## config.mk

```make
export PLATFORM = sky130hd
export DESIGN_NAME = uart_cmd_bridge
export DESIGN_NICKNAME = d
export VERILOG_FILES = /design/src/rtl/uart_frame_pkg.sv /design/src/rtl/uart_cmd_pkg.sv /design/src/rtl/cmd_sequencer.sv /design/src/rtl/uart_cmd_bridge.sv /design/src/rtl/uart_rx.sv /design/src/rtl/uart_tx.sv
export SDC_FILE = /design/constraint.sdc
export NUM_CORES = 1
export LEC_CHECK = 0
export ABC_AREA = 0
export BUFFER_PORTS_ARGS = -buffer_cell sky130_fd_sc_hd__buf_2
export CAP_MARGIN = 40
export CORE_MARGIN = 1.5
export CORE_UTILIZATION = 54
export DETAILED_ROUTE_END_ITERATION = 8
export PLACE_DENSITY_LB_ADDON = 0.08
export SETUP_SLACK_MARGIN = 0.15
export SYNTH_ARGS = -nofsm -noshare
export SYNTH_HDL_FRONTEND = slang
export SYNTH_SLANG_ARGS = --single-unit
```

## constraint.sdc

```tcl
create_clock -name clk -period 2 [get_ports clk]
set_input_delay 0.1 -clock clk [delete_from_list [all_inputs] [get_ports clk]]
set_output_delay 0.1 -clock clk [all_outputs]
set_load 0.03 [all_outputs]
```

## src/rtl/uart_frame_pkg.sv

```systemverilog
`default_nettype none

package uart_frame_pkg;

  // ##############################
  // serial frame layout
  // ##############################

  // start + data + parity + stop
  localparam int DATA_BITS  = 8;
  localparam int FRAME_BITS = 11;

  // idle bit times between the two bytes of a write
  localparam int GAP_BITS   = 2;

  // ##############################
  // helpers
  // ##############################

  // parity bit that makes the count of ones even
  function automatic logic even_parity(input logic [DATA_BITS-1:0] data);
    logic par;
    par = ^data;
    return par;
  endfunction

endpackage

`default_nettype wire

```

## src/rtl/uart_cmd_pkg.sv

```systemverilog
`default_nettype none

package uart_cmd_pkg;

  // ##############################
  // command word layout
  // ##############################

  localparam int CMD_WIDTH   = 16;
  localparam int ADDR_WIDTH  = 7;
  localparam int WDATA_WIDTH = CMD_WIDTH - 1 - ADDR_WIDTH;  // write data in the low byte

  // bit positions inside the fields view
  localparam int RW_BIT      = ADDR_WIDTH + WDATA_WIDTH;   // 1 = write, 0 = read
  localparam int ADDR_LSB    = WDATA_WIDTH;

  // high byte goes first on the line
  localparam int BYTE_HI     = 1;
  localparam int BYTE_LO     = 0;

  // same 16 bits seen two ways
  //   bytes  -> what the transmitter shifts out
  //   fields -> {rw, addr[6:0], wdata[7:0]} indexed with the constants above
  typedef union packed {
    logic [1:0][uart_frame_pkg::DATA_BITS-1:0] bytes;
    logic [CMD_WIDTH-1:0]                      fields;
  } cmd_word_t;

endpackage

`default_nettype wire

```

## src/rtl/cmd_sequencer.sv

```systemverilog
`timescale 1ns/10ps
`default_nettype none

module cmd_sequencer #(
  parameter int BAUD_DIV  = 434,
  parameter int RESP_BITS = 32
) (
  input  wire                                  clk,
  input  wire                                  rst_n,
  input  uart_cmd_pkg::cmd_word_t              cmd_in,
  input  wire                                  cmd_vld,
  output logic                                 cmd_rdy,
  output logic [uart_frame_pkg::DATA_BITS-1:0] tx_byte,
  output logic                                 tx_start,
  input  wire                                  tx_done,
  output logic                                 rx_en,
  input  wire  [uart_frame_pkg::DATA_BITS-1:0] rx_byte,
  input  wire                                  rx_valid,
  input  wire                                  rx_bad,
  input  wire                                  rx_busy,
  output logic [uart_frame_pkg::DATA_BITS-1:0] read_data,
  output logic                                 read_rdy,
  output logic                                 read_err
);
  import uart_frame_pkg::*;
  import uart_cmd_pkg::*;

  localparam int GAP_CYC  = GAP_BITS * BAUD_DIV;
  localparam int RESP_CYC = RESP_BITS * BAUD_DIV;
  localparam int CNT_W    = $clog2((RESP_CYC > GAP_CYC) ? RESP_CYC : GAP_CYC);

  localparam logic [2:0] S_IDLE    = 3'd0,
                         S_JUDGE   = 3'd1,   // also kicks off the high byte
                         S_SEND_HI = 3'd2,
                         S_GAP     = 3'd3,
                         S_SEND_LO = 3'd4,
                         S_SEND_RD = 3'd5,
                         S_AWAIT   = 3'd6,
                         S_DONE    = 3'd7;

  logic [2:0]       state;
  logic [CNT_W-1:0] cnt;      // gap timer, then response window
  logic             rd_ok;
  cmd_word_t        cmd_q;
  logic             gap_end;
  logic             resp_end;

  assign cmd_rdy  = (state == S_IDLE);
  assign gap_end  = (state == S_GAP) && (cnt == CNT_W'(GAP_CYC - 1));
  assign resp_end = !rx_busy && (cnt == CNT_W'(RESP_CYC - 1));
  assign tx_start = (state == S_JUDGE) || gap_end;
  assign tx_byte  = (state == S_GAP) ? cmd_q.bytes[BYTE_LO] : cmd_q.bytes[BYTE_HI];
  assign rx_en    = (state == S_AWAIT);
  assign read_rdy = (state == S_DONE) && rd_ok;
  assign read_err = (state == S_DONE) && !rd_ok;

  always_ff @(posedge clk)
  begin
    if (cmd_vld && cmd_rdy)
      cmd_q <= cmd_in;
  end

  // ##############################
  // command FSM
  // ##############################
  always_ff @(posedge clk or negedge rst_n)
  begin
    if (!rst_n)
    begin
      state     <= S_IDLE;
      cnt       <= '0;
      rd_ok     <= 1'b0;
      read_data <= '0;
    end
    else
    begin
      case (state)
        S_IDLE:
          if (cmd_vld)
            state <= S_JUDGE;
        S_JUDGE:
          state <= cmd_q.fields[RW_BIT] ? S_SEND_HI : S_SEND_RD;
        S_SEND_HI:
          if (tx_done)
          begin
            state <= S_GAP;
            cnt   <= '0;
          end
        S_GAP:
          if (gap_end)
            state <= S_SEND_LO;
          else
            cnt <= cnt + 1'b1;
        S_SEND_LO:
          if (tx_done)
            state <= S_IDLE;
        S_SEND_RD:
          if (tx_done)
          begin
            state <= S_AWAIT;
            cnt   <= '0;
          end
        S_AWAIT:
          if (rx_valid)
          begin
            read_data <= rx_byte;
            rd_ok     <= 1'b1;
            state     <= S_DONE;
          end
          else if (rx_bad || resp_end)
          begin
            rd_ok <= 1'b0;
            state <= S_DONE;
          end
          else if (!rx_busy)
            cnt <= cnt + 1'b1;     // frozen once a frame has started
        default:
          state <= S_IDLE;         // S_DONE puts the pulse out this cycle
      endcase
    end
  end

  a_tx_done_while_sending: assert property (@(posedge clk) disable iff (!rst_n)
    tx_done |-> (state == S_SEND_HI || state == S_SEND_LO || state == S_SEND_RD))
    else $error("tx_done while no frame was requested");

endmodule

`default_nettype wire

```

## src/rtl/uart_cmd_bridge.sv

```systemverilog
`timescale 1ns/10ps
`default_nettype none

module uart_cmd_bridge #(
  parameter int BAUD_DIV  = 434,
  parameter int RESP_BITS = 32
) (
  input  wire                                  clk,
  input  wire                                  rst_n,
  input  wire  [uart_cmd_pkg::CMD_WIDTH-1:0]   cmd_in,
  input  wire                                  cmd_vld,
  input  wire                                  rx,
  output logic                                 tx,
  output logic                                 cmd_rdy,
  output logic [uart_frame_pkg::DATA_BITS-1:0] read_data,
  output logic                                 read_rdy,
  output logic                                 read_err
);
  import uart_frame_pkg::*;

  logic [DATA_BITS-1:0] tx_byte;
  logic                 tx_start;
  logic                 tx_done;
  logic                 rx_en;
  logic [DATA_BITS-1:0] rx_byte;
  logic                 rx_valid;
  logic                 rx_bad;
  logic                 rx_busy;

  // ##############################
  // sequencer, tx and rx paths
  // ##############################
  cmd_sequencer #(
    .BAUD_DIV  (BAUD_DIV),
    .RESP_BITS (RESP_BITS)
  ) u_seq (
    .clk       (clk),
    .rst_n     (rst_n),
    .cmd_in    (cmd_in),
    .cmd_vld   (cmd_vld),
    .cmd_rdy   (cmd_rdy),
    .tx_byte   (tx_byte),
    .tx_start  (tx_start),
    .tx_done   (tx_done),
    .rx_en     (rx_en),
    .rx_byte   (rx_byte),
    .rx_valid  (rx_valid),
    .rx_bad    (rx_bad),
    .rx_busy   (rx_busy),
    .read_data (read_data),
    .read_rdy  (read_rdy),
    .read_err  (read_err)
  );

  uart_tx #(.BAUD_DIV(BAUD_DIV)) u_tx (
    .clk      (clk),
    .rst_n    (rst_n),
    .tx_start (tx_start),
    .tx_byte  (tx_byte),
    .tx       (tx),
    .tx_done  (tx_done)
  );

  uart_rx #(.BAUD_DIV(BAUD_DIV)) u_rx (
    .clk      (clk),
    .rst_n    (rst_n),
    .rx       (rx),
    .rx_en    (rx_en),
    .rx_byte  (rx_byte),
    .rx_valid (rx_valid),
    .rx_bad   (rx_bad),
    .rx_busy  (rx_busy)
  );

endmodule

`default_nettype wire

```

## src/rtl/uart_rx.sv

```systemverilog
`timescale 1ns/10ps
`default_nettype none

module uart_rx #(
  parameter int BAUD_DIV = 434
) (
  input  wire                                  clk,
  input  wire                                  rst_n,
  input  wire                                  rx,
  input  wire                                  rx_en,
  output logic [uart_frame_pkg::DATA_BITS-1:0] rx_byte,
  output logic                                 rx_valid,
  output logic                                 rx_bad,
  output logic                                 rx_busy
);
  import uart_frame_pkg::*;

  localparam int CNT_W = (BAUD_DIV > 1) ? $clog2(BAUD_DIV) : 1;
  localparam int BIT_W = $clog2(FRAME_BITS);

  logic             rx_meta;
  logic             rx_sync;
  logic             rx_last;   // previous synced level for the falling edge
  logic [CNT_W-1:0] baud_cnt;
  logic [BIT_W-1:0] bit_cnt;
  logic             par_q;
  logic             start_edge;
  logic             sample;
  logic             frame_ok;

  assign start_edge = rx_en && !rx_busy && rx_last && !rx_sync;
  assign sample     = rx_busy && (baud_cnt == CNT_W'(BAUD_DIV / 2 - 1));   // mid-bit
  assign frame_ok   = rx_sync && (par_q == even_parity(rx_byte));

  // ##############################
  // sync, bit timing, checks
  // ##############################
  always_ff @(posedge clk or negedge rst_n)
  begin
    if (!rst_n)
    begin
      rx_meta  <= 1'b1;
      rx_sync  <= 1'b1;
      rx_last  <= 1'b1;
      rx_busy  <= 1'b0;
      baud_cnt <= '0;
      bit_cnt  <= '0;
      rx_valid <= 1'b0;
      rx_bad   <= 1'b0;
    end
    else
    begin
      rx_meta  <= rx;
      rx_sync  <= rx_meta;
      rx_last  <= rx_sync;
      rx_valid <= 1'b0;
      rx_bad   <= 1'b0;

      if (start_edge)
      begin
        rx_busy  <= 1'b1;
        baud_cnt <= '0;
        bit_cnt  <= '0;
      end
      else if (rx_busy)
      begin
        if (baud_cnt == CNT_W'(BAUD_DIV - 1))
        begin
          baud_cnt <= '0;
          bit_cnt  <= bit_cnt + 1'b1;
        end
        else
          baud_cnt <= baud_cnt + 1'b1;

        if (sample && bit_cnt == '0 && rx_sync)
          rx_busy <= 1'b0;       // glitch rather than a real start bit
        else if (sample && bit_cnt == BIT_W'(FRAME_BITS - 1))
        begin
          rx_busy  <= 1'b0;
          rx_valid <= frame_ok;
          rx_bad   <= !frame_ok;
        end
      end
    end
  end

  // data bits land LSB first, then the parity bit
  always_ff @(posedge clk)
  begin
    if (sample && bit_cnt >= BIT_W'(1) && bit_cnt <= BIT_W'(DATA_BITS))
      rx_byte <= {rx_sync, rx_byte[DATA_BITS-1:1]};
    if (sample && bit_cnt == BIT_W'(DATA_BITS + 1))
      par_q <= rx_sync;
  end

endmodule

`default_nettype wire

```

## src/rtl/uart_tx.sv

```systemverilog
`timescale 1ns/10ps
`default_nettype none

module uart_tx #(
  parameter int BAUD_DIV = 434
) (
  input  wire                                  clk,
  input  wire                                  rst_n,
  input  wire                                  tx_start,
  input  wire  [uart_frame_pkg::DATA_BITS-1:0] tx_byte,
  output logic                                 tx,
  output logic                                 tx_done
);
  import uart_frame_pkg::*;

  localparam int CNT_W = (BAUD_DIV > 1) ? $clog2(BAUD_DIV) : 1;
  localparam int BIT_W = $clog2(FRAME_BITS);

  logic                 busy;
  logic [CNT_W-1:0]     baud_cnt;
  logic [BIT_W-1:0]     bit_cnt;   // 0 start, 1..8 data, 9 parity, 10 stop
  logic [DATA_BITS+1:0] shift_q;   // bits still to go with stop at the top
  logic                 bit_end;

  assign bit_end = busy && (baud_cnt == CNT_W'(BAUD_DIV - 1));
  assign tx_done = bit_end && (bit_cnt == BIT_W'(FRAME_BITS - 1));

  // ##############################
  // bit timing and line driver
  // ##############################
  always_ff @(posedge clk or negedge rst_n)
  begin
    if (!rst_n)
    begin
      busy     <= 1'b0;
      baud_cnt <= '0;
      bit_cnt  <= '0;
      tx       <= 1'b1;
    end
    else if (tx_start)
    begin
      busy     <= 1'b1;
      baud_cnt <= '0;
      bit_cnt  <= '0;
      tx       <= 1'b0;          // start bit
    end
    else if (bit_end)
    begin
      baud_cnt <= '0;
      if (bit_cnt == BIT_W'(FRAME_BITS - 1))
        busy <= 1'b0;            // line already high from the stop bit
      else
      begin
        bit_cnt <= bit_cnt + 1'b1;
        tx      <= shift_q[0];
      end
    end
    else if (busy)
      baud_cnt <= baud_cnt + 1'b1;
  end

  always_ff @(posedge clk)
  begin
    if (tx_start)
      shift_q <= {1'b1, even_parity(tx_byte), tx_byte};
    else if (bit_end)
      shift_q <= {1'b1, shift_q[DATA_BITS+1:1]};
  end

  a_idle_line_high: assert property (@(posedge clk) disable iff (!rst_n)
    !busy |-> tx)
    else $error("tx low while transmitter idle");

  a_no_start_when_busy: assert property (@(posedge clk) disable iff (!rst_n)
    tx_start |-> !busy)
    else $error("tx_start while a frame is in flight");

endmodule

`default_nettype wire

```

Yosys cells after proc, flatten, opt, wreduce, memory -nomap -nowiden:

Cells that the tools add are included.
W data, S select, Z words.

* $add $sub $neg: 5
* $lt $le $gt $ge: 2
* eq/ne operators: 28
* muxes and demuxes: 50
* reduce and logical (&&, ||, !) cells: 43

Operator list (count)
* $mux W9: 8
* $mux W14: 5
* $pmux W14 S3: 1
* $mux W3: 8
* $mux W4: 6
* $pmux W3 S7: 1
* $mux W1: 20
* $add A9 B1 Y9 const B: 2
* $eq A9 B9 Y1 const B: 2
* $logic_and A1 B1 Y1: 18
* $ne A2 B2 Y1 const B: 9
* $reduce_xor A8 Y1: 2
* $add A14 B1 Y14 const B: 1
* $eq A14 B10 Y1 const B: 1
* $eq A14 B14 Y1 const B: 1
* $eq A3 B3 Y1 const B: 4
* $eq A4 B4 Y1 const B: 3
* $reduce_and A6 Y1: 2
* $reduce_and A2 Y1: 5
* $reduce_bool A2 Y1: 5
* $eq A9 B8 Y1 const B: 1
* $add A4 B1 Y4 const B: 2
* $mux W8: 1
* $eq A3 B2 Y1 const B: 2
* 12 further kinds: 18

* bits in registers: 94
* input port bits: 20
* output and inout port bits: 12
* logic and storage cells: 148

Longest topological paths before layout:

Gate-level depths: netlist of the first run.

* word-level depth: 8
* gate-level depth with buffers: 8
* gate-level depth less buffers: 7

Modules after synthesis:

From an unflattened synthesis of the first run, not the netlist that was laid out.

* cell total of the unflattened synthesis: 408
* area total of the unflattened synthesis: 4750.8 um2

By module, submodules not included
* cmd_sequencer: instances 1, cells each 185, area an instance 2113.3 um2, sequential area each 1131.1 um2
* uart_rx: instances 1, cells each 114, area an instance 1371.3 um2, sequential area each 749.5 um2
* uart_tx: instances 1, cells each 109, area an instance 1266.2 um2, sequential area each 646.9 um2

Worst setup path before layout of the first run:

OpenSTA, ideal clock, no wires.

* kind: register -> register
* from: reg u_seq.state[2]
* to: reg u_seq.cmd_q[0] (netlist name), enable pin
* library setup time: 374 ps
* data arrival time: 1891 ps
* slack: -264 ps
* cell stages (with the launch flop): 4
* buffers on the path: 1
* cell sequence: dfrtp_1 -> buf_2 -> nor3_1 -> and2_1

* cells in the longest elaborated chain, start to end: 2

RTL lines
* start: declaration: RTL line cmd_sequencer.sv:41 `logic [2:0] state;`
* start signal: assignment: RTL line cmd_sequencer.sv:82 `state <= cmd_q.fields[RW_BIT] ? S_SEND_HI : S_SEND_RD;`
* $logic_not A3 Y1: RTL line cmd_sequencer.sv:48 `assign cmd_rdy = (state == S_IDLE);`
* named net cmd_rdy: RTL line uart_cmd_bridge.sv:14 `output logic cmd_rdy,`
* $logic_and A1 B1 Y1: RTL line cmd_sequencer.sv:59 `if (cmd_vld && cmd_rdy)`
* end signal: assignment: RTL line cmd_sequencer.sv:60 `cmd_q <= cmd_in;`
* end: declaration: RTL line cmd_sequencer.sv:44 `cmd_word_t cmd_q;`

The timed path passes the listed nets, and every way through them passes these cells.
A chain may end at the register's enable or synchronous reset.

Worst setup path in the final report of the first run:

* from: reg u_seq.state[2]
* to: reg u_seq.cnt[12]

* cells in the longest elaborated chain, start to end: 4
* elaborated cells on any way between the ends: 14

RTL lines
* $eq A3 B2 Y1 (tied with other cells): RTL line cmd_sequencer.sv:77 `case (state)`
* $reduce_or A2 Y1 (no line) / $logic_and A1 B1 Y1 (equally long branches)
* $ne A2 B1 Y1 (no line) (tied with other cells)
* $reduce_and A6 Y1 (no line)
* end signal: assignment: RTL line cmd_sequencer.sv:93 `cnt <= cnt + 1'b1;`
* end signal: assignment: RTL line cmd_sequencer.sv:116 `cnt <= cnt + 1'b1;`
* end: declaration: RTL line cmd_sequencer.sv:42 `logic [CNT_W-1:0] cnt;`

Several ways; a longest one is shown, not always the timed one.

==> results of run 1 <==
==> Yosys cell counts (all sizes together), types with 3 or more instances <==
cell    count  share of area
o21ai      21          0.022
nand4       8          0.011
nand4b      3         0.0056
nor2       45          0.036
dfrtp      56           0.30
clkbuf      7         0.0056
inv        15          0.012
nor3b       6         0.0096
xor2       14          0.026
buf         7          0.011
edfxtp     34           0.22
and4        3         0.0056
nand2      35          0.028
nand3      10          0.011
o211ai      3         0.0048
ha         12          0.032
mux2i      13          0.028
a21oi      12          0.013
and2        3         0.0040
dfstp       4          0.022
nor3       14          0.015
nor4        9          0.018
and3        9          0.012
xnor2      21          0.039
o22a        9          0.017
nor2b       3         0.0040
mux2       11          0.026
==> metal layers <==
metal  track usage  routed length [um]
met5             0                   0
met4        0.0918                 138
met3        0.0340                 289
met2         0.398                5810
met1         0.296                4760
==> critical path, stage by stage (launching register included) <==
cell and delay [ns]:
dfrtp_1 0.49, nor2b_1 0.32, nand2_1 0.14, a2bb2oi_2 0.20
or3b_4 0.46, a221o_1 0.33
==> power by group through the flow <==
stage          Combinational, mW  Sequential (mW)  Clock, mW
2_1_floorplan            0.00158             2.04          0
3_3_place_gp              0.0484             2.04          0
3_5_place_dp              0.0489             2.04          0
4_1_cts                   0.0756             2.00       1.42
5_1_grt                   0.0860             2.00       1.50
6_report                  0.0765             2.00       1.40
==> state kept, by name (all words and copies together), names as in the netlist, 3 cells and up <==
name and count:
u_seq.cmd_q 16, u_tx.bit_cnt 4, u_seq.read_data 8, u_tx.baud_cnt 9, u_seq.state 3, u_seq.cnt 14, u_tx.shift_q 9, u_rx.baud_cnt 9
u_rx.bit_cnt 4, u_rx.rx_byte 8
==> worst paths after layout <==
check,startpoint,end,slack (ns),cells after the start
max in group asynchronous,rst_n,u_rx.rx_sync,1.05,3
hold reg to reg,u_rx.rx_meta,u_rx.rx_sync,0.38,0
hold / removal,cmd_vld,u_seq.state[1],0.27,5
setup reg to reg,u_seq.state[2],u_seq.cnt[12],-0.07,5
setup / recovery,u_seq.state[2],u_seq.cnt[12],-0.07,5
min in group asynchronous,rst_n,u_seq.read_data[4],0.28,2
==> cell type report <==
cell class	instances	area, sq um
multi-input combinational	301	2270
tap	105	131
sequential	94	2530
timing repair buffer	108	863
fill	577	2270
clock inverter	6	93.8
clock buffer	10	128
inverter	15	56.3
==> stage by stage <==
step           setup TNS (ns)  cells
2_1_floorplan          -0.180    422
3_3_place_gp           -0.195    586
3_5_place_dp           -0.467    586
4_1_cts              -0.00403    629
5_1_grt                 -1.56    639
6_report               -0.354    639
==> logic make-up (layout without fill, tap and decap cells) <==
| group | after synthesis | after routing | share of synthesized area |
|---|---|---|---|
| simple gates | 164 | 166 | 0.189 |
| flops | 94 | 94 | 0.538 |
| compound gates | 63 | 63 | 0.0894 |
| xor+xnor | 36 | 36 | 0.0700 |
| buf+inv | 29 | 139 | 0.0282 |
| mux | 24 | 24 | 0.0540 |
| fa+ha+maj | 12 | 12 | 0.0319 |
==> what timing repair did <==
action                                  4_1_cts  5_1_grt
cloned                                        3        2
endpoints found under the setup margin       44       69
endpoints found under the hold margin        41        0
setup buffers                                 6        8
resized for setup                            15       54
pin swaps                                    13       14
hold buffers                                 18        0
==> impl_metrics.json, run 1 <==
{
  "path_class": "flop to flop",
  "finalMaxSlewViolations": 0,
  "power.leakage_nw": 2.63,
  "antenna_found_initial": 0,
  "netlist_area_sq_um": 4700,
  "diodes": 0,
  "hpwl_mm": 6.51,
  "pre_cts_ws_ns": -0.0750,
  "grt_max_degree": 36,
  "drv_cap": 0,
  "powerDensity_nw_per_um2": 572,
  "drt_iter0_markers": 197,
  "cp-start-kind": "flop",
  "cts_buffers": 9,
  "hold_ws_ns": 0.268,
  "post-route-drc-count": 0,
  "synth_ff_type": "dfrtp_1",
  "core_sq_um": 8340,
  "synth-edff-count": 34,
  "setup_ws_ns": -0.0718,
  "antenna_left": 0,
  "required_ns": 2.24,
  "internal_power_mw": 2.75,
  "arrival_ns": 2.31,
  "die_w_um": 96.3,
  "fin_util": 0.728,
  "most-common-layout-cells": "dfrtp_1 (55), buf_4 (43), edfxtp_1 (34)",
  "crit_fanout": 8,
  "async_flop_share": 0.638,
  "violations": "setup timing",
  "grt_pass1_vias": 3447,
  "ys_types": 58,
  "cts_tree": "built",
  "initial_core_util": 0.564,
  "dieHeight_um": 96.3,
  "viasPerCell": 5.62,
  "relSlewSlack": 0.587,
  "io_buffers": 31,
  "power_mw": 3.48,
  "gp_congestion": 0.879,
  "drtPass1Iterations": 4,
  "pwr-share-comb": 0.022,
  "skew_ns": 0.0153,
  "cts_root_buf": "clkbuf_8",
  "syn_inst": 422,
  "synth_seq_area_share": 0.538,
  "rows": 33,
  "setup_viol": 10,
  "cp-end-kind": "flop",
  "grt-ovfl-total": 0,
  "swShare": 0.208,
  "layout_commonest_cell": "dfrtp_1",
  "cts.sinks": 94,
  "fin_crit_sh": 1.04,
  "ios": 32,
  "grt_pass1_wl_mm": 16.2,
  "syn_to_final_growth_pct": 29.2,
  "clockPowerShare": 0.403,
  "p_seq_frac": 0.575,
  "fin_nets": 561,
  "hp-class": "input port to flop",
  "min_period_ns": 2.07,
  "hold_violations": 0,
  "vias": 3593,
  "outcome": "complete, but fails checks",
  "grt_usage": 0.232,
  "drive_above_1_share": 0.337,
  "cts_buffer_depth": 2,
  "peakVddDrop_uv": 415,
  "routedWlPerCell_um": 17.2,
  "h-tree-depth": 3,
  "worst_pin_slew_ns": 0.620,
  "clk_pin_slew_ns": 0.09,
  "final_cell_area_sq_um": 6070,
  "wirelength_mm": 11.0,
  "rsz0062_at_grt": "yes",
  "worstSkewPairLatency_ns": 0.36,
  "avgSynthCellArea_sq_um": 11.1,
  "p_sw_mw": 0.725,
  "design.die.area_sq_um": 9270,
  "ys_warn_count": 0,
  "fmax_ghz": 0.483,
  "syn_nets": 454,
  "placed_area_sq_um": 5280,
  "ys_ff_latch": 94
}
Note: power is estimated with default switching activity, not from simulation.
==> run 2: changes to the inputs <==
==> constraint.sdc (replaced) <==
create_clock -name clk -period 2 [get_ports clk]
set_input_delay 0.4 -clock clk [delete_from_list [all_inputs] [get_ports clk]]
set_output_delay 0.4 -clock clk [all_outputs]
set_load 0.03 [all_outputs]
==> impl_metrics.json, run 2 (same netlist as run 1, synthesis figures left out) <==
{
  "outcome": "complete, but fails checks",
  "violations": "setup timing",
  "largest_register_ffs": 16,
  "crit_start": "u_seq.cnt[0]",
  "r2r-end": "u_seq.cnt[7]",
  "most-common-layout-cells": "dfrtp_1 (54), buf_4 (52), edfxtp_1 (34)",
  "cp-start-kind": "flop",
  "arrival_ns": 2.32,
  "pre_cts_ws_ns": -0.0554,
  "ff2ff_path_depth": 9,
  "fin_cells": 630,
  "grt_max_degree": 25,
  "dieHeight_um": 96.3,
  "crit_chain": "ha_4 -> nor3b_2 -> nand4_1 -> buf_4 -> o211ai_1 -> buf_4 -> buf_6 -> nor3_2 -> o22a_1",
  "skew_ns": 0.0183,
  "die_w_um": 96.3,
  "required_ns": 2.25,
  "setup_ws_ns": -0.0720,
  "routedWlPerCell_um": 16.4,
  "r2r_slack_ns": -0.07,
  "regToRegStartpoint": "u_seq.cnt[0]",
  "setup_tns_ns": -0.626,
  "cts_buffers": 9,
  "critical_path.max_stage_delay_ns": 0.41,
  "relSlewSlack": 0.651,
  "multi_input_area_sq_um": 2360,
  "grt_usage": 0.229,
  "syn_to_final_growth_pct": 28.1,
  "cts_root_buf": "clkbuf_8",
  "ios": 32,
  "dpl.cell_count": 588,
  "grt_pass1_vias": 3414,
  "antenna_found_initial": 0,
  "cts_tree": "built",
  "antenna_left": 0,
  "initial_core_util": 0.564,
  "rows": 33,
  "hold_violations": 0,
  "diodes": 0,
  "setup_viol": 12,
  "wirelength_mm": 10.3,
  "core_sq_um": 8340,
  "cp-end-kind": "flop",
  "top_register": "u_seq.cmd_q",
  "hp-class": "input port to asynchronous set/reset pin",
  "powerDensity_nw_per_um2": 544,
  "power.leakage_nw": 2.59,
  "design.die.area_sq_um": 9270,
  "min_period_ns": 2.07,
  "clk_pin_slew_ns": 0.10,
  "post-route-drc-count": 0,
  "cts.sinks": 94,
  "gp_congestion": 0.879,
  "drive_above_1_share": 0.379,
  "drv_cap": 0,
  "register_area_sq_um": 2530,
  "fin_crit_sh": 1.04,
  "finalMaxSlewViolations": 0,
  "path_class": "flop to flop",
  "fin_nets": 552,
  "cpMostUsedCell": "buf_4",
  "reg.largest.list": "u_seq.cmd_q (16), u_seq.cnt (14)",
  "drt_iter0_markers": 160,
  "viasPerCell": 5.75,
  "cts_buffer_depth": 2,
  "crit_path_top_delay_cell": "dfrtp_1",
  "nFillCells": 613,
  "rsz0062_at_grt": "yes",
  "h-tree-depth": 3,
  "hpwl_mm": 6.62,
  "drtPass1Iterations": 5,
  "grt_pass1_wl_mm": 16.1,
  "crit_fanout": 8,
  "layout_commonest_cell": "dfrtp_1",
  "io_buffers": 31,
  "grt-ovfl-total": 0,
  "worstSkewPairLatency_ns": 0.37,
  "hold_buffers": 0,
  "peakVddDrop_uv": 458,
  "fmax_ghz": 0.483,
  "vias": 3622,
  "worst_pin_slew_ns": 0.522
}
[run 2: changes by cell type in the layout (fill, tap and decap cells not counted), sizes merged]
cell / change
buf: +9
bufinv: -2
clkbuf: -1
clkinv: +1
clkinvlp: -1
dlygate4sd3: -18
inv: +3
[run 2: stage by stage]
stage	util	power, mW	instance area, sq um	hold slack [ns]
2_1_floorplan	-	2.04	4740	0.104
3_3_place_gp	0.635	2.09	5290	0.353
3_5_place_dp	0.635	2.09	5290	0.357
4_1_cts	0.693	3.31	5780	0.00147
5_1_grt	0.722	3.39	6020	0.0297
6_report	0.722	3.28	6020	0.00266
[run 2: final cells by class]
| type | count | area share |
|---|---|---|
| flip-flops and latches | 94 | 0.420 |
| multi-input cells | 301 | 0.392 |
| repair buffers | 99 | 0.125 |
| well taps | 105 | 0.0218 |
| clock buffers | 9 | 0.0206 |
| clock inverters | 7 | 0.0104 |
| inverters | 15 | 0.00935 |
[run 2: worst max-delay path by stage]
| stage | to | slack [ns] | cells after the start |
|---|---|---|---|
| 6_report | u_seq.cnt[7] | -0.07 | 9 |
| 5_1_grt | u_seq.state[2] | -0.16 | 6 |
| 4_1_cts | u_seq.state[2] | -0.007 | 6 |
| 3_5_place_dp | u_seq.cnt[12] | -0.06 | 5 |
| 3_3_place_gp | u_seq.cnt[12] | -0.04 | 5 |
| 2_1_floorplan | u_seq.cnt[9] | -0.02 | 6 |
[run 2: power breakdown]
| group | leakage [nW] | internal, mW | switching (mW) |
|---|---|---|---|
| Clock | 0.0984 | 0.484 | 0.744 |
| Combinational | 1.39 | 0.0200 | 0.0313 |
| Sequential | 1.10 | 1.99 | 0.00291 |
[run 2: what timing repair did]
item                       in CTS  in global routing
buffers inserted               13                  6
pin swaps                      17                 12
resized for setup              42                 52
setup endpoints to repair      47                 67
cloned                          4                  3
[run 2: per-layer routing]
metal	GRT usage	vias to the layer above	share of wire
met5	0	-	0
met4	0.0773	0	0.013
met3	0.0379	15	0.032
met2	0.389	75	0.51
met1	0.298	1815	0.45
li1	-	1717	-
[run 2: critical path: cells and delay by family (launching register included)]
kind                       cells  cell delay, ns
buffers and inverters          3            0.58
DFF                            1            0.41
AOI/OAI and AO/OA              2            0.40
and+or+nand+nor                3            0.40
adders and majority gates      1            0.17
==> run 3: changes to the inputs <==
- CORE_UTILIZATION: 54 -> 48
==> impl_metrics.json, run 3 (same netlist as run 1, synthesis figures left out) <==
{
  "grt_usage": 0.205,
  "reg.largest.list": "u_seq.cmd_q (16), u_seq.cnt (14)",
  "outcome": "complete, but fails checks",
  "diodes": 0,
  "clk_pin_slew_ns": 0.11,
  "fin_nets": 546,
  "layout_commonest_cell": "dfrtp_1",
  "hp-class": "input port to asynchronous set/reset pin",
  "relSlewSlack": 0.611,
  "r2r_slack_ns": -0.09,
  "cp-end-kind": "flop",
  "top_register": "u_seq.cmd_q",
  "setup_ws_ns": -0.0893,
  "grt_max_degree": 28,
  "path_class": "flop to flop",
  "cts_buffers": 9,
  "skew_ns": 0.0159,
  "cts_tree": "built",
  "power.leakage_nw": 2.57,
  "drive_above_1_share": 0.364,
  "core_sq_um": 9370,
  "dieHeight_um": 102,
  "finalMaxSlewViolations": 0,
  "grt_pass1_wl_mm": 16.6,
  "cts.sinks": 94,
  "crit_fanout": 3,
  "highest_layer": "met4",
  "fin_crit_sh": 1.04,
  "violations": "setup timing",
  "rsz0062_at_grt": "yes",
  "arrival_ns": 2.34,
  "hpwl_mm": 7.00,
  "setup_viol": 10,
  "drtPass1Iterations": 5,
  "grt_pass1_vias": 3417,
  "syn_to_final_growth_pct": 29.2,
  "placed_area_sq_um": 5370,
  "fin_cells": 648,
  "antenna_found_initial": 0,
  "fmax_ghz": 0.479,
  "grt-ovfl-total": 0,
  "worstSkewPairLatency_ns": 0.36,
  "drt_iter0_markers": 242,
  "power_mw": 3.38,
  "powerDensity_nw_per_um2": 556,
  "most-common-layout-cells": "dfrtp_1 (55), buf_4 (45), edfxtp_1 (34)",
  "final_cell_area_sq_um": 6070,
  "crit_start": "u_seq.cnt[2]",
  "regToRegStartpoint": "u_seq.cnt[2]",
  "gp_congestion": 0.862,
  "ios": 32,
  "required_ns": 2.26,
  "initial_core_util": 0.502,
  "design.die.area_sq_um": 10400,
  "cts_buffer_depth": 2,
  "worst_pin_slew_ns": 0.583,
  "die_w_um": 102,
  "wl_met2_mm": 4.98,
  "peakVddDrop_uv": 433,
  "routedWlPerCell_um": 16.1,
  "io_buffers": 31,
  "rows": 35,
  "largest_register_ffs": 16,
  "cp-start-kind": "flop",
  "met3WireLength_um": 317,
  "hold_violations": 0,
  "wirelength_mm": 10.4,
  "dpl.cell_count": 615,
  "viasPerCell": 5.43,
  "wl_met1_mm": 5.01,
  "antenna_left": 0,
  "min_period_ns": 2.09,
  "post-route-drc-count": 0,
  "vias": 3517,
  "hold_ws_ns": 0.0336,
  "drv_cap": 0,
  "h-tree-depth": 3,
  "cts_root_buf": "clkbuf_8"
}
[run 3: cell count changes in the layout (fill, tap and decap cells not counted), sizes merged]
cell,before,now
bufbuf,0,1
clkbuf,9,10
clkinvlp,0,1
buf,99,92
inv,20,18
clkinv,2,1
bufinv,0,1
[run 3: path summary, 6_finish.rpt]
check,endpoint,cells past startpoint
worst max register to register,u_seq.state[2],6
min in group clk,u_rx.rx_meta,1
worst min register to register,u_rx.rx_sync,0
max in group asynchronous,u_seq.read_data[6],2
worst max-delay path,u_seq.state[2],6
worst min-delay path,u_seq.state[1],1
[run 3: power breakdown]
| group | leakage, nW | switching [mW] | internal (mW) | total, mW |
|---|---|---|---|---|
| registers | 1.10 | 0.00315 | 1.99 | 2.00 |
| clock network | 0.0994 | 0.729 | 0.600 | 1.33 |
| logic | 1.37 | 0.0315 | 0.0188 | 0.0503 |
[run 3: critical path, stage by stage (launching register included)]
cell	delay (ns)
dfrtp_1	0.40
nor4_2	0.33
nand4_1	0.19
buf_4	0.19
a32o_2	0.29
or4b_1	0.47
o211a_1	0.12
[run 3: what timing repair did]
| action | CTS | global route |
|---|---|---|
| hold buffers | 0 | 0 |
| endpoints found under the hold margin | 0 | 0 |
| setup buffers | 1 | 10 |
| setup endpoints to repair | 46 | 65 |
| gates resized for setup | 23 | 71 |
| gates cloned | 4 | 2 |
| pin swaps | 11 | 24 |
[run 3: final cells by class]
cell class	count	area, sq um
multi-input combinational	301	2360
fill	773	3300
sequential	94	2530
clock buffer	10	128
tap	129	161
timing repair buffer	93	762
inverter	15	56.3
clock inverter	6	75.1
[run 3: through the flow]
stage	worst slack [ns]	util	TNS, ns
CTS	-0.0361	0.612	-0.145
detailed placement	-0.0625	0.573	-0.394
floorplan	-0.0184	-	-0.180
global placement	-0.0392	0.573	-0.178
global route	-0.119	0.648	-1.41
finish	-0.0893	0.648	-0.340
[run 3: metal layers]
layer	vias to the layer above	global-route usage
met2	66	0.325
met1	1729	0.299
met3	12	0.0274
met5	-	0
met4	0	0.0558
li1	1710	-
